===== config.mk =====
export PLATFORM = sky130hd
export DESIGN_NAME = evrSroc
export DESIGN_NICKNAME = d
export VERILOG_FILES = /design/src/hw/evrSrocPkg.sv /design/src/hw/evrSroc.sv /design/src/hw/markerWatchdog.sv /design/src/hw/srocGenerator.sv
export SDC_FILE = /design/constraint.sdc
export NUM_CORES = 1
export LEC_CHECK = 0
export BUFFER_PORTS_ARGS = -buffer_cell sky130_fd_sc_hd__buf_2
export CORE_AREA = 5 5 66 68
export DETAILED_ROUTE_END_ITERATION = 12
export DIE_AREA = 0 0 71 73
export HOLD_SLACK_MARGIN = 0.02
export PLACE_DENSITY_LB_ADDON = 0.12
export SETUP_SLACK_MARGIN = 0.1
export SKIP_LAST_GASP = 1
export SLEW_MARGIN = 20
export SYNTH_ARGS = -nofsm -noshare
export SYNTH_HDL_FRONTEND = slang
export SYNTH_HIERARCHICAL = 1
export SYNTH_SLANG_ARGS = --single-unit
export TNS_END_PERCENT = 30

===== constraint.sdc =====
create_clock -name evrClk -period 2.12 [get_ports evrClk]
set_input_delay 0.212 -clock evrClk [delete_from_list [all_inputs] [get_ports evrClk]]
set_output_delay 0.212 -clock evrClk [all_outputs]
set_load 0.005 [all_outputs]

===== src/hw/evrSrocPkg.sv =====
// ****************************************
// EVR orbit clock shared definitions
// ****************************************
`default_nettype none

package evrSrocPkg;

    // ****************************************
    // Storage ring orbit clock divider
    // ****************************************

    // Event clocks per SROC period.
    localparam int srocDivider = 7;

    // Low half is the longer one when the divider is odd.
    localparam int srocReloadLo = ((srocDivider + 1) / 2) - 1;
    localparam int srocReloadHi = (srocDivider / 2) - 1;

    localparam int srocCountWidth = $clog2(srocReloadLo + 1);

    // ****************************************
    // Marker watchdog window
    // ****************************************

    // Nominal marker spacing, 30 SROC periods.
    localparam int markerNominalCycles = 30 * srocDivider;

    localparam int markerLowerLimit = (markerNominalCycles * 9) / 10;   // -10 %.
    localparam int markerUpperLimit = (markerNominalCycles * 11) / 10;  // +10 %.

    // Counter saturates at the upper limit.
    localparam int watchdogWidth = $clog2(markerUpperLimit + 1);

    // ****************************************
    // Marker and status words
    // ****************************************

    typedef struct packed {
        logic heartbeat;        // Heartbeat marker level.
        logic pulsePerSecond;   // PPS marker level.
    } evrMarkers_t;

    typedef struct packed {
        logic srocSynced;       // Heartbeat landed on a period boundary.
        logic heartbeatValid;   // Heartbeat interval within window.
        logic ppsValid;         // PPS interval within window.
    } evrStatus_t;

endpackage

`default_nettype wire


===== src/hw/evrSroc.sv =====
// ****************************************
// EVR monitor and SROC top level
// ****************************************
`timescale 1ns/1ns
`default_nettype none

module evrSroc
    import evrSrocPkg::*;
(
    input  wire         evrClk,
    input  wire         rst,
    input  evrMarkers_t markers,
    output logic        sroc,
    output evrStatus_t  status
);

    logic srocSynced;
    logic heartbeatValid;
    logic ppsValid;

    // ****************************************
    // Orbit clock
    // ****************************************

    srocGenerator srocGen_i (
        .evrClk     (evrClk),
        .rst        (rst),
        .heartbeat  (markers.heartbeat),
        .sroc       (sroc),
        .srocSynced (srocSynced)
    );

    // ****************************************
    // Marker watchdogs
    // ****************************************

    markerWatchdog hbWatchdog_i (
        .evrClk  (evrClk),
        .rst     (rst),
        .marker  (markers.heartbeat),
        .isValid (heartbeatValid)
    );

    markerWatchdog ppsWatchdog_i (
        .evrClk  (evrClk),
        .rst     (rst),
        .marker  (markers.pulsePerSecond),
        .isValid (ppsValid)
    );

    // Status word, all bits registered in the blocks.
    assign status = '{
        srocSynced:     srocSynced,
        heartbeatValid: heartbeatValid,
        ppsValid:       ppsValid
    };

endmodule

`default_nettype wire


===== src/hw/markerWatchdog.sv =====
// ****************************************
// Event marker interval watchdog
// ****************************************
`timescale 1ns/1ns
`default_nettype none

module markerWatchdog
    import evrSrocPkg::*;
(
    input  wire  evrClk,
    input  wire  rst,
    input  wire  marker,
    output logic isValid
);

    logic                     markerPrev;
    logic                     markerEdge;
    logic [watchdogWidth-1:0] watchdogCount;
    logic                     belowLimit;
    logic                     inWindow;

    // ****************************************
    // Edge detection
    // ****************************************

    always_ff @(posedge evrClk) begin
        if (rst) begin
            markerPrev <= 1'b0;
        end else begin
            markerPrev <= marker;
        end
    end

    assign markerEdge = marker && !markerPrev;

    // ****************************************
    // Interval counter
    // ****************************************

    assign belowLimit = watchdogCount < watchdogWidth'(markerUpperLimit);

    // Count holds interval minus one at the next edge.
    assign inWindow = (watchdogCount > watchdogWidth'(markerLowerLimit)) && belowLimit;

    always_ff @(posedge evrClk) begin
        if (rst) begin
            // Start saturated so the first edge never qualifies.
            watchdogCount <= watchdogWidth'(markerUpperLimit);
        end else if (markerEdge) begin
            watchdogCount <= '0;
        end else if (belowLimit) begin
            watchdogCount <= watchdogCount + 1'b1;
        end
    end

    // ****************************************
    // Validity flag
    // ****************************************

    always_ff @(posedge evrClk) begin
        if (rst) begin
            isValid <= 1'b0;
        end else if (markerEdge) begin
            isValid <= inWindow;      // Judge the interval just ended.
        end else if (!belowLimit) begin
            isValid <= 1'b0;          // Marker overdue.
        end
    end

endmodule

`default_nettype wire


===== src/hw/srocGenerator.sv =====
// ****************************************
// SROC generator
// ****************************************
`timescale 1ns/1ns
`default_nettype none

module srocGenerator
    import evrSrocPkg::*;
(
    input  wire  evrClk,
    input  wire  rst,
    input  wire  heartbeat,
    output logic sroc,
    output logic srocSynced
);

    logic                      heartbeatPrev;
    logic                      heartbeatEdge;
    logic [srocCountWidth-1:0] srocCount;
    logic                      atBoundary;

    // ****************************************
    // Heartbeat edge detection
    // ****************************************

    always_ff @(posedge evrClk) begin
        if (rst) begin
            heartbeatPrev <= 1'b0;
        end else begin
            heartbeatPrev <= heartbeat;
        end
    end

    assign heartbeatEdge = heartbeat && !heartbeatPrev;   // First high cycle.

    // Last cycle of the high half, so the next cycle starts a new period.
    assign atBoundary = sroc && (srocCount == '0);

    // ****************************************
    // Divider
    // ****************************************

    always_ff @(posedge evrClk) begin
        if (rst) begin
            sroc      <= 1'b0;
            srocCount <= srocCountWidth'(srocReloadLo);   // Free-run from reset.
        end else if (heartbeatEdge) begin
            sroc      <= 1'b0;                            // Force phase zero.
            srocCount <= srocCountWidth'(srocReloadLo);
        end else if (srocCount == '0) begin
            sroc <= !sroc;
            if (sroc) begin
                srocCount <= srocCountWidth'(srocReloadLo);   // Going low.
            end else begin
                srocCount <= srocCountWidth'(srocReloadHi);   // Going high.
            end
        end else begin
            srocCount <= srocCount - 1'b1;
        end
    end

    // ****************************************
    // Sync check
    // ****************************************

    // Updated only on a heartbeat; holds between heartbeats.
    always_ff @(posedge evrClk) begin
        if (rst) begin
            srocSynced <= 1'b0;
        end else if (heartbeatEdge) begin
            srocSynced <= atBoundary;
        end
    end

endmodule

`default_nettype wire


Word level (Yosys, flattened, before mapping)
Index checks and enable logic that the tools add are counted.
{"block": "op_classes", "n_addsub": 3, "n_lt_le_gt_ge": 4, "n_eq_ne": 2, "muxes": 10, "n_reduce_logical": 13}
{"op": "$mux W8", "n": 4}
{"op": "$add A8 B1 Y8 const B", "n": 2}
{"op": "$gt A8 B8 Y1 const B", "n": 2}
{"op": "$lt A8 B8 Y1 const B", "n": 2}
{"op": "$logic_and A1 B1 Y1", "n": 5}
{"op": "$mux W1", "n": 5}
{"op": "$ne A2 B1 Y1 const B", "n": 2}
{"op": "$reduce_bool A2 Y1", "n": 2}
{"op": "$reduce_or A2 Y1", "n": 2}
{"op": "$logic_not A1 Y1", "n": 3}
{"op": "$logic_not A2 Y1", "n": 1}
{"op": "$mux W2", "n": 1}
{"op": "$sub A2 B1 Y2 const B", "n": 1}
{"block": "totals", "ff_bits": 24, "elab_cells": 43}

Depth between registers and ports, before layout
Gate-level depths: netlist of the first run.
{"block": "depth", "depth_word": 3, "mapped_depth": 4, "depth_no_buf": 4}

Cells and area by module
Netlist of the first run, hierarchy kept.
{"mod": "markerWatchdog", "instances": 2, "cells_per_inst": 63, "area_each_um2": 589.3}
{"mod": "srocGenerator", "instances": 1, "cells_per_inst": 19, "area_each_um2": 209.0}
{"mod": "evrSroc", "instances": 1, "cells_per_inst": 3, "area_each_um2": 22.5}

Worst setup path before layout of the first run
No wires, ideal clock.
{"block": "synth_timing", "path_type": "flip-flop to flip-flop", "start": "register hbWatchdog_i.watchdogCount[0]", "end": "register hbWatchdog_i.watchdogCount[5]", "arrival_time_ns": 1.545, "required_ns": 1.998, "setup_slack_ns": 0.453, "stages_incl_launch_ff": 5, "synth_period_minus_slack_ns": 1.667, "cell_sequence": "dfxtp_1 ha_1 a211o_2 a211o_1 a311o_1"}
{"block": "synth_between", "elab_chain_cells": 3, "word_cells_on_any_way": 5, "cone_classes": "1 x add/sub; 1 x order compare; 2 x mux; 1 x reduce/logical"}
{"item": "start, declared", "line": "markerWatchdog.sv:18", "source": "logic [watchdogWidth-1:0] watchdogCount;"}
{"item": "start signal, assigned", "line": "markerWatchdog.sv:48", "source": "watchdogCount <= watchdogWidth'(markerUpperLimit);"}
{"item": "start signal, assigned", "line": "markerWatchdog.sv:52", "source": "watchdogCount <= watchdogCount + 1'b1;"}
{"item": "$add A8 B1 Y8", "line": "markerWatchdog.sv:52"}
{"item": "$mux W8", "line": "markerWatchdog.sv:51", "source": "end else if (belowLimit) begin"}
{"item": "$mux W8", "line": "markerWatchdog.sv:49", "source": "end else if (markerEdge) begin"}
Parallel ways exist; a longest one is shown, timed or not. The select of a mux whose other input is x is not followed.
A chain may end at the register's enable or synchronous reset.

Worst setup path in the final report of the first run
{"block": "layout_timing", "start": "register ppsWatchdog_i.watchdogCount[0]", "end": "register ppsWatchdog_i.watchdogCount[5]"}
{"block": "layout_between", "elab_chain_cells": 3, "word_cells_on_any_way": 5, "cone_classes": "1 x add/sub; 1 x order compare; 2 x mux; 1 x reduce/logical"}
{"item": "start, declared", "line": "markerWatchdog.sv:18"}
{"item": "start signal, assigned", "line": "markerWatchdog.sv:48"}
{"item": "start signal, assigned", "line": "markerWatchdog.sv:52"}
{"item": "$add A8 B1 Y8", "line": "markerWatchdog.sv:52"}
{"item": "$mux W8", "line": "markerWatchdog.sv:51"}
{"item": "$mux W8", "line": "markerWatchdog.sv:49"}
Parallel ways exist; a longest one is shown, timed or not. The select of a mux whose other input is x is not followed.

==> results of run 1 <==
## kinds of logic after synthesis
logic type	share of synthesized area (%)
AOI/OAI and AO/OA	22.1
xor gates and xnor gates	0.621
adders and majority gates	6.21
buffers and inverters	9.58
DFF	35.5
muxes	3.55
and+or+nand+nor	22.4
## final cells by class
class | count | share of cell area [%]
Timing Repair Buffer | 7 | 2.41
Multi-Input combinational cell | 102 | 53.2
Tap cell | 50 | 4.30
Clock buffer | 3 | 2.84
Inverter | 10 | 2.58
Sequential cell | 25 | 34.4
Clock inverter | 1 | 0.344
## per-stage QoR
stage                     instances  hold slack (ps)  total power, mW
after CTS                       198              170             1.10
after global routing            198              175             1.15
after global placement          194              452            0.801
after floorplan                 148              274            0.766
final                           198              176             1.08
after detailed placement        194              457            0.804
## worst min path at each step
stage	startpoint	slack (ps)	cells past startpoint	end
finish	markers[0]	180	2	ppsWatchdog_i/markerPrev$_SDFF_PP0_
global route	markers[0]	170	2	ppsWatchdog_i/markerPrev$_SDFF_PP0_
CTS	markers[0]	170	2	ppsWatchdog_i/markerPrev$_SDFF_PP0_
detailed placement	markers[0]	460	2	ppsWatchdog_i/markerPrev$_SDFF_PP0_
global placement	markers[0]	450	2	ppsWatchdog_i/markerPrev$_SDFF_PP0_
floorplan	rst	270	1	srocGen_i/srocSynced$_SDFFE_PP0P_
## sequential cells by signal, indices dropped and copies added (netlist names)
register and flops:
hbWatchdog_i/isValid 1, srocGen_i/srocSynced 1, ppsWatchdog_i/watchdogCount 8, ppsWatchdog_i/isValid 1, srocGen_i/heartbeatPrev 1, srocGen_i/srocCount 2, hbWatchdog_i/markerPrev 1, hbWatchdog_i/watchdogCount 8
srocGen_i/sroc 1, ppsWatchdog_i/markerPrev 1
## power by group
part | internal (mW) | switching, mW
Combinational | 0.0975 | 0.138
Sequential | 0.511 | 0.0479
Clock | 0.131 | 0.151
Total | 0.739 | 0.337
## routing by layer
metal / share of wire (%) / routed length, um
met1: 47 / 1250
met2: 49 / 1320
met3: 2.8 / 74
met4: 1.3 / 34
met5: 0 / 0
## worst register-to-register path: cells and delay by family, from the launching register on
kind / cells / cell delay (ps)
compound gates: 3 / 1020
fa+ha+maj: 1 / 270
flops: 1 / 360
## cells in the final DEF, fill, tap and decap left out
cell	instances
a211oi_1	4
nor3_1	2
o21ai_0	4
a31oi_1	2
inv_1	10
or4b_4	2
mux2i_1	5
nor2b_1	5
o311ai_0	4
nor3_2	1
nor2b_4	1
buf_2	7
clkinv_2	1
nand4_1	4
nand2_1	7
nor4_1	2
a21oi_2	1
dfxtp_1	25
xnor2_1	1
a311o_1	2
o31ai_1	2
a21o_1	2
a211o_1	4
nor2_1	5
clkbuf_8	3
a21oi_1	2
a211o_2	2
nand3_1	8
a2111oi_2	2
ha_1	7
nand3b_1	1
and3_1	2
o211ai_1	6
or4_2	2
nand2b_1	3
o21bai_1	2
or3_2	2
nand3_2	3
==> impl.org, run 1 <==
** GRT
- The initial antenna violation count was 0.
- Met3 usage in global routing :: under 10%
- Largest net degree at the start of global routing :: 21
- The number of global-route vias before repair was 1,069.
- Global routing used roughly a fifth of the available met2 tracks.
- In this run the most used layer during global routing was met2.
- Summed over all layers, the global routing overflow is 0.
- The first global-routing pass estimated 4.60 mm of wire.
- In the global route stage, met1 resource usage came out at 13.5%.
- For this run, the total global-route usage over all layers was measured as approximately 11%.

** Die
- The die covers 5180 um2.
- Pin placement for this block handled 8 I/O pins.
- In this run the standard cell core region covers ~3800 um2.
- Die height :: 73 um
- Once the floorplan was initialized, standard cells occupied 37.1% of the core.
- Measured along the x axis, the die boundary spans between 70 and 80 um.
- After floorplanning, the core was divided into 23 placement rows.

** Finish
- # diodes :: 0
- At the end of the flow the core is filled with cells to between 30% and 40%.
- Number of nets in the final layout :: 160
- The post-route netlist has between 10% and 20% of its cells at a drive strength greater than 1.
- Multi-input gate area :: 774 um2
- Register cell area after layout :: between 500 and 600 um2
- Post-Layout Inst Area :: between 1000 and 1500 um2
- Compared with the post-synthesis result, the final layout area differs by 3.28%.
- The filler cells instantiated in the layout total 406.

** Drt
- The first detailed-routing pass took 4 iterations.
- Dividing the detail-routed via count by the number of cells gives 5.41.
- Wire length reported by the detailed router :: around 2.7 mm
- Dividing the detail-routed wire length by the instance count gives 13.5 um.
- Remaining routing DRC violations :: 0
- Post-route ant nets :: 0
- Count of vias placed by the detailed router :: 1,072
- For this block, the initial DRC count from the detailed router was 68.

** Clocking
- H-tree lvl count :: 1
- Number of clock sinks :: 25
- At the later pin of the worst-skew pair, clock insertion delay measures 270 ps.
- Cell chosen for the clock root :: clkbuf_8
- Counting the buffers created by CTS gives 3.
- For this design, the CTS-stage hold fixing added 0 buffers.
- TritonCTS built the clock tree.
- Clock-pin slew of the registers on the worst-case setup and hold paths :: 90 ps
- Post-CTS timing repair inserted 0 buffers for setup.
- The clock passes through at most 2 buffers.
- # resized after CTS :: 0

** Worst setup path
- Across all register-to-register paths, the minimum setup slack is ~370 ps.
- Critical path startpoint :: ppsWatchdog_i/watchdogCount[0]$_SDFFE_PP1P_
- Critical-path cell with the highest stage delay :: a211o_2
- Reg-to-Reg End :: ppsWatchdog_i/watchdogCount[5]$_SDFFE_PP1P_
- STA classifies the critical path endpoint as a flop.
- Delay of the slowest cell on the worst path :: 380 ps
- Worst Reg-to-Reg Cells :: 4
- Critical Setup Path Class :: reg -> reg
- Path length in cells of the critical path :: 4
- Cell family with the largest share of critical-path delay :: compound AO/OA/AOI/OAI gates
- In this run the worst path has a maximum fanout of 6.
- The startpoint identified for the worst register-to-register timing path is ppsWatchdog_i/watchdogCount[0]$_SDFFE_PP1P_.
- Chain of cells forming the critical path :: ha_1, a211o_2, a211o_1, a311o_1
- For the worst setup path, the data arrival time is 1910 ps.
- STA classifies the critical path startpoint as a flop.
- The critical path contains buffers and inverters numbering 0 combined.
- Critical path endpoint :: ppsWatchdog_i/watchdogCount[5]$_SDFFE_PP1P_
- Data required time of the critical path :: around 2300 ps

** STA
- Minimum clock period after layout :: 1750 ps
- Total count of max-transition violations in the final report :: 0
- Slew at the pin closest to its max-slew limit :: approximately 610 ps
- Final worst slack :: 370 ps
- Final setup viols :: 0
- Clock skew on the completed layout was measured at 6.74 ps.
- Adding up every negative setup slack in the final design gives 0 ps.
- For this run, the top clock speed supported by timing is 0.571 GHz.
- Final count of hold timing violations :: 0
- Setup repair after global routing left no endpoint under its margin.
- Fin crit share :: between 80% and 90%
- Headroom to the max-slew limit came out at about three fifths.

** Synth
- In this run the biggest area consumer among cell types represents 35.5% of the synthesized area.
- The synthesized design contains 25 register bits.
- Ranked by instance count, the synthesized netlist is headed by dfxtp_1, inv_1, nand3_1, ha_1, nand2_1.
- Among all flip-flop cells after synthesis, the most frequent one is dfxtp_1.
- The mapped netlist covers 1410 um2.
- After synthesis, the cell types taking the most area are dfxtp_1, ha_1, buf_6.
- Fraction of registers with async set or reset after synthesis :: 0%
- Largest area contributor in the synthesized netlist :: dfxtp_1
- Net Count, Synth :: around 160
- For this run, the register share of the synthesized area comes to 35.5%.
- Mapped Avg Cell Area :: 9.53 um2
- Warnings from Yosys :: 6
- EDFF count, synth :: 0
- Instance count of the mapped netlist :: 148
- Number of distinct library cell variants in the gate-level netlist after synthesis :: 38
- Dominant cell by count in the synthesized netlist :: dfxtp_1

** Pwr
- Power Dens Cells :: roughly 740 nW/um2
- The analysis attributes to cell leakage a power of ~0.58 nW.
- Maximum vdd drop :: 0.000279 V

** Placed design
- Summed over all nets, the half-perimeter wirelength after detailed placement is 1.94 mm.
- Buffers placed on the I/O ports in this run total 7.
- Gpl congestion :: between 0.8 and 0.9
- Worst slack after detailed placement :: 381 ps
- Post-Place Cell Area :: roughly 1400 um2

** Status
- Outcome :: finished, final reports clean

** Hold path
- Class of the worst hold path :: in -> reg

** Flow run
- The tool flagged a number of max-cap violations equal to 0.
Note: power is estimated with default switching activity, not from simulation.
==> inputs of run 2 (changes only) <==
Clock period 2.12 ns to 1.6 ns, I/O delays scaled along.
==> run 2 against run 1 <==
  * Cell count is 4.5% higher
  * Via count is 8.5% higher
  * Sequential power is 35% higher
  * Flip-flop and latch count stayed put
  * Highest routed layer unchanged
==> impl.org, run 2 (same netlist as run 1, synthesis figures left out) <==
** Worst setup path
- The cell family contributing the most delay on the critical path is simple AND/OR/NAND/NOR gates.
- Path length in cells of the critical path :: 4 (unchanged)
- Total buffers and inverters traversed by the critical path :: 1 (+1)
- The most critical setup path has its startpoint at hbWatchdog_i/watchdogCount[0]$_SDFFE_PP1P_.
- The critical path is of the reg -> reg type.
- Data arrival time of the worst path :: 1730 ps (-180 ps)
- Delay of the slowest cell on the worst path :: 530 ps (+150 ps)
- The required time at the worst-slack endpoint came to 1770 ps (-510 ps).
- Worst Reg-to-Reg Cells :: 4 (unchanged)
- In this run the critical register-to-register path is captured at hbWatchdog_i/isValid$_SDFFE_PP0P_.
- Worst R2R Start :: hbWatchdog_i/watchdogCount[0]$_SDFFE_PP1P_
- The critical path goes through inv_1, ha_1, or4b_4, a2111oi_4.
- The worst setup path is launched from a flop.
- Reg-to-reg setup timing slack :: 40 ps (-330 ps)
- The slowest stage of the critical path is the or4b_4 cell.
- The worst setup path is captured at a flop.
- The maximum fanout along the worst path was 5 (-1).

** STA
- The relative max-transition margin came to 68.2% (+9.0 points).
- Fmax :: 0.641 GHz (+12%)
- Slew at the pin closest to its max-slew limit :: 476 ps (-133 ps)
- The final max-slew violation count came to 0 (unchanged).
- Setup repair after global routing could not meet its margin everywhere.
- The number of failing setup endpoints in the final timing report came to 0 (unchanged).
- Worst clock skew :: 4.44 ps (-2.30 ps)
- The minimum clock period was 1560 ps (-191 ps).
- Final count of hold timing violations :: 0 (unchanged)
- The ratio of final minimum period to clock period came to 97.5% (+15 points).

** Placed design
- PortBufs :: 7 (unchanged)
- The cell area reported after detailed placement was 1490 um2 (+5.7%).
- Dpl hpwl :: 2.13 mm (+10%)
- The post-placement cell count was 198 (+2.1%).
- Gpl congestion :: 0.831 (-4.8%)

** Finish
- Regs by FF count :: hbWatchdog_i/watchdogCount: 8 flops, ppsWatchdog_i/watchdogCount: 8 flops, srocGen_i/srocCount: 2 flops
- Most frequent standard cell in the layout excluding fill and tap cells :: dfxtp_1
- The cell area after layout is 1620 um2 (+11%).
- Leaving out fill and tap cells, the most frequent cells in the layout are dfxtp_1, buf_4, inv_1, nand3_1.
- The area growth from synthesis to layout is 15.0%.
- The number of standard cells in the final layout excluding fillers is 207 (+4.5%).
- The share of final-layout standard cells stronger than drive strength 1 is 31.2% (+13 points).
- The count of inserted antenna diode cells was 0 (unchanged).
- The number of nets in the layout came to 169 (+5.6%).

** Pwr
- The total power draw is 1.58 mW (+47%).
- Reported leakage power :: 0.630 nW (+9.4%)
- The worst voltage drop across the vdd grid is 0.000392 V (+40%).
- Power Dens Cells :: 974 nW/um2 (+32%)

** Drt
- The number of nets with antenna violations after routing came to 0 (unchanged).
- The total DRC errors in the routed layout was 0 (unchanged).
- The detailed router's first-iteration violation count is 59 (-13%).
- The via density per instance is 5.62 (+3.8%).
- Routed length per instance :: 15.1 um (+11%)
- Total iterations of the first detailed-routing run :: 4 (unchanged)
- The routed via count was 1,163 (+8.5%).
- Wire length reported by the detailed router :: 3.12 mm (+17%)

** Status
- Outcome :: finished, final reports clean

** Die
- Effective utilization at floorplan :: 37.1% (unchanged)
- Die area :: 5180 um2 (unchanged)
- The top-level port count is 8 (unchanged).
- Die height :: 73 um (unchanged)
- The number of placement rows is 23 (unchanged).
- Die extent in x :: 71 um (unchanged)
- The floorplan core area is 3800 um2 (unchanged).

** Hold path
- Launch instance of the worst min-delay path :: markers[0]
- The number of instances on the worst hold path was 2 (unchanged).
- Hold Crit Endpoint :: ppsWatchdog_i/markerPrev$_SDFF_PP0_
- The worst hold path belongs to the class in -> reg.

** Clocking
- Clock Latency Late Sink :: 270 ps (about the same)
- Inserted Clock Buffers :: 3 (unchanged)
- The tree is rooted in a clkbuf_8.
- The maximum number of buffers from clock root to sink is 2 (unchanged).
- TritonCTS built the clock tree.
- Number of hold-repair buffers added at the cts stage :: 0 (unchanged)
- Number of clock sinks :: 25 (unchanged)
- H-tree lvl count :: 1 (unchanged)
- Clock-pin slew of the registers on the worst-case setup and hold paths :: 100 ps (about the same)

** GRT
- Largest net degree at the start of global routing :: 21 (unchanged)
- The total congestion overflow after global routing came to 0 (unchanged).
- The wire length of the first global-routing pass came to 5.39 mm (+17%).
- Number of antenna violations at the first check in global routing :: 0 (unchanged)
- The total track usage is 12.9% (+1.9 points).
- The number of global-route vias before repair was 1,186 (+11%).

** Flow run
- Max-capacitance violation count :: 0 (unchanged)
-- run 2: changes by cell type in the layout (fill, tap and decap cells not counted), sizes merged --
cell	delta
inv	+1
buf	+9
clkinv	-1
-- run 2: power breakdown --
group	internal, mW	total (mW)	switching (mW)	leakage, nW
clock network	0.178	0.393	0.216	0.0260
registers	0.682	0.756	0.0732	0.208
logic	0.207	0.430	0.223	0.395
-- run 2: layout make-up --
cell class,instances,area (um2)
clock buffers,3,41.3
clock inverters,1,6.26
fillers,407,2180
inverters,10,37.5
multi-input cells,102,855
flip-flops and latches,25,517
well taps,50,62.6
repair buffers,16,103
-- run 2: timing repair --
item | 4_1_cts | 5_1_grt
gates resized for setup | 6 | 5
setup endpoints to repair | 6 | 11
pin swaps | 6 | 0
setup buffers | 5 | 0
-- run 2: how the worst max path moves through the flow --
stage	endpoint	slack (ps)
2_1_floorplan	ppsWatchdog_i/watchdogCount[5]$_SDFFE_PP1P_	70
3_3_place_gp	ppsWatchdog_i/watchdogCount[5]$_SDFFE_PP1P_	50
3_5_place_dp	ppsWatchdog_i/watchdogCount[5]$_SDFFE_PP1P_	20
4_1_cts	hbWatchdog_i/isValid$_SDFFE_PP0P_	60
5_1_grt	hbWatchdog_i/isValid$_SDFFE_PP0P_	-10
6_report	hbWatchdog_i/isValid$_SDFFE_PP0P_	40
-- run 2: metrics by stage --
| stage | setup slack, ps | util [%] | hold WS [ps] | TNS, ps |
|---|---|---|---|---|
| 2_1_floorplan | 68.5 | - | 222 | 0 |
| 3_3_place_gp | 50.6 | 39.2 | 401 | 0 |
| 3_5_place_dp | 21.6 | 39.2 | 405 | 0 |
| 4_1_cts | 60.0 | 42.3 | 113 | 0 |
| 5_1_grt | -13.7 | 42.7 | 137 | -13.7 |
| 6_report | 40.8 | 42.7 | 126 | 0 |
-- run 2: layer usage --
| metal | global-route usage [%] | vias up | wire length (um) |
|---|---|---|---|
| li1 | - | 567 | - |
| met3 | 2.20 | 2 | 87 |
| met4 | 5.22 | 0 | 17 |
| met2 | 23.5 | 23 | 1670 |
| met1 | 14.9 | 571 | 1340 |
| met5 | 0 | - | 0 |
==> inputs of run 3 (changes only) <==
Settings changed: PLACE_DENSITY set to 0.65, PLACE_DENSITY_LB_ADDON 0.12 to unset, SKIP_LAST_GASP 1 to unset.
==> run 3 against run 2 <==
  * Clock skew fell by 0.92 ps
  * Largest power group unchanged
  * Sequential power about the same
  * First-iteration DRC count up 29%
  * Power is 2.1% lower
  * Count of clock-buffer cells in the layout increased by 1
  * Largest cell class unchanged
  * Maximum frequency up 2.6%
  * Non-clock buffer count unchanged
  * Via count rose by 0.69%
==> impl.org, run 3 (same netlist as run 1, synthesis figures left out) <==
** Clocking
- CTS placed an instance of clkbuf_8 at the clock tree root.
- Clock Tree Buf Depth :: 2 (unchanged)
- Clock-pin slew of the registers on the worst-case setup and hold paths :: 80 ps (-20 ps)
- Clock Latency Late Sink :: 260 ps (about the same)
- The number of clock buffers inserted by TritonCTS came to 3 (unchanged).
- The number of buffers inserted for hold repair after clock tree synthesis is 0 (unchanged).
- H-tree lvl count :: 1 (unchanged)
- TritonCTS clock tree :: yes
- Number of clock sinks :: 25 (unchanged)

** Worst setup path
- Critical path endpoint :: ppsWatchdog_i/isValid$_SDFFE_PP0P_
- The biggest cell delay along the critical path is 520 ps (about the same).
- STA classifies the critical path startpoint as a flop.
- Worst Setup End Kind :: flop
- Total buffers and inverters traversed by the critical path :: 1 (unchanged)
- Critical-path cell with the highest stage delay :: or4b_4
- Path length in cells of the critical path :: 4 (unchanged)
- Chain of cells forming the critical path :: inv_1, ha_1, or4b_4, a2111oi_4
- The maximum fanout along the worst path came to 4 (-1).
- Critical Setup Path Class :: reg -> reg
- In this design, the largest share of critical-path delay is due to simple AND/OR/NAND/NOR gates.
- Worst Reg-to-Reg Cells :: 4 (unchanged)
- In this run the critical register-to-register path is captured at ppsWatchdog_i/isValid$_SDFFE_PP0P_.
- Reg-to-reg setup timing slack :: 80 ps (+40 ps)
- The required time at the worst-slack endpoint was 1770 ps (about the same).
- The arrival time at the worst endpoint came to 1690 ps (-40 ps).
- The critical path starts at ppsWatchdog_i/watchdogCount[0]$_SDFFE_PP1P_.
- The startpoint identified for the worst register-to-register timing path is ppsWatchdog_i/watchdogCount[0]$_SDFFE_PP1P_.

** Finish
- The count of inserted antenna diode cells is 0 (unchanged).
- The number of nets in the layout was 169 (unchanged).
- The share of final-layout standard cells stronger than drive strength 1 is 31.8% (+0.64 points).
- Most frequent standard cell in the layout excluding fill and tap cells :: dfxtp_1
- Relative to the synthesized area, the layout overhead comes to 15.4%.
- In the final layout, the registers with the most flip-flops are hbWatchdog_i/watchdogCount: 8 flops, ppsWatchdog_i/watchdogCount: 8 flops, srocGen_i/srocCount: 2 flops.
- The top cell types in the final layout, fill and taps aside, are dfxtp_1, buf_4.
- Share of the core filled with cells :: 42.8% (+0.13 points)

** STA
- Final setup viols :: 0 (unchanged)
- The measured slew at the worst slew-check pin came to 628 ps (+152 ps).
- Minimum clock period after layout :: 1520 ps (-39.7 ps)
- The final max-slew violation count is 0 (unchanged).
- Worst clock skew :: 3.52 ps (-0.918 ps)
- The setup TNS after final layout is 0 ps (unchanged).
- Fmax :: 0.658 GHz (+2.6%)
- Fin crit share :: 95.0% (-2.5 points)
- Unrepaired setup endpoints after global routing :: true
- The count of final hold-check violations is 0 (unchanged).
- The relative max-transition margin was 58.0% (-10 points).

** Die
- Die area :: 5180 um2 (unchanged)
- The number of placement rows came to 23 (unchanged).
- The width of the die was 71 um (unchanged).
- The floorplan core area came to 3800 um2 (unchanged).
- The starting utilization of the core area was 37.1% (unchanged).
- The die extent in y is 73 um (unchanged).
- The top-level port count was 8 (unchanged).

** Hold path
- Class of the worst hold path :: in -> reg

** Drt
- The routed via count was 1,171 (+0.69%).
- The mean routed wirelength per cell was 14.0 um (-7.2%).
- DRC marker count from the first detailed-route iteration :: 76 (+29%)
- Remaining routing DRC violations :: 0 (unchanged)
- Total iterations of the first detailed-routing run :: 6 (+2)
- The via density per instance was 5.66 (+0.69%).
- Wire length reported by the detailed router :: 2.89 mm (-7.2%)
- Post-route ant nets :: 0 (unchanged)

** GRT
- The wire length of the first global-routing pass is 4.95 mm (-8.1%).
- The maximum number of pins on one net before global-route repair is 21 (unchanged).
- Via count of the first global-routing pass :: 1,133 (-4.5%)
- Gr ovfl total :: 0 (unchanged)
- GRT Resource Usage Total :: 11.5% (-1.4 points)
- Number of antenna violations at the first check in global routing :: 0 (unchanged)

** Placed design
- The routability congestion estimate came to 0.914 (+10%).
- The port buffer count was 7 (unchanged).
- Dpl hpwl :: 2.01 mm (-5.9%)

** Pwr
- The power density normalized to cell area is 950 nW/um2 (-2.4%).
- The total power draw was 1.55 mW (-2.1%).
- The worst voltage drop across the vdd grid came to 0.000636 V (+62%).
- The leakage power summed over all cells came to 0.618 nW (-1.9%).

** Status
- The run finished with clean final reports.

** Flow run
- The number of max-capacitance violations reported is 0 (unchanged).
run 3: changes by cell type in the layout (fill, tap and decap cells not counted), sizes merged:
cell    delta
clkbuf     +1
inv        -1
run 3: metrics by stage:
step	worst slack (ps)	instances	hold slack, ps	instance area [um2]
after floorplan	68.5	148	222	1460
after global placement	50.0	198	399	1490
after detailed placement	25.1	198	403	1490
after CTS	36.1	204	124	1560
after global routing	10.7	207	139	1630
final	80.5	207	130	1630
run 3: worst min-delay path by stage:
stage                          start                                  end  cells past startpoint
after floorplan                  rst    srocGen_i/srocSynced$_SDFFE_PP0P_                      1
after global placement    markers[0]  ppsWatchdog_i/markerPrev$_SDFF_PP0_                      2
after detailed placement  markers[0]  ppsWatchdog_i/markerPrev$_SDFF_PP0_                      2
after CTS                 markers[0]  ppsWatchdog_i/markerPrev$_SDFF_PP0_                      2
after global routing      markers[0]  ppsWatchdog_i/markerPrev$_SDFF_PP0_                      2
final                     markers[0]  ppsWatchdog_i/markerPrev$_SDFF_PP0_                      2
run 3: area by class of cell:
cell class                 count  area [um2]
sequential                    25         517
tap                           50        62.6
timing repair buffer          16         103
clock buffer                   4        45.0
multi-input combinational    102         860
inverter                      10        40.0
fill                         387        2170
run 3: power breakdown:
part	internal, mW	total (mW)	switching [mW]
combinational	0.206	0.428	0.222
sequential	0.682	0.754	0.0722
clock	0.178	0.363	0.186
total	1.07	1.55	0.480
run 3: per-layer routing:
| layer | GRT usage, % | share of wire (%) | wire length [um] |
|---|---|---|---|
| met5 | 0 | 0 | 0 |
| met2 | 21.8 | 52 | 1510 |
| met4 | 2.09 | 1.1 | 31 |
| met1 | 13.0 | 43 | 1250 |
| met3 | 2.89 | 3.4 | 97 |
run 3: what timing repair did:
| item | in CTS | in global routing |
|---|---|---|
| setup buffers | 2 | 3 |
| resized for setup | 2 | 12 |
| setup endpoints to repair | 4 | 13 |
| pin swaps | 3 | 6 |
run 3: worst reg2reg max path, cell delays in order (launching register included):
cell	delay (ps)
dfxtp_4	380
inv_1	60
ha_1	190
or4b_4	520
a2111oi_4	280
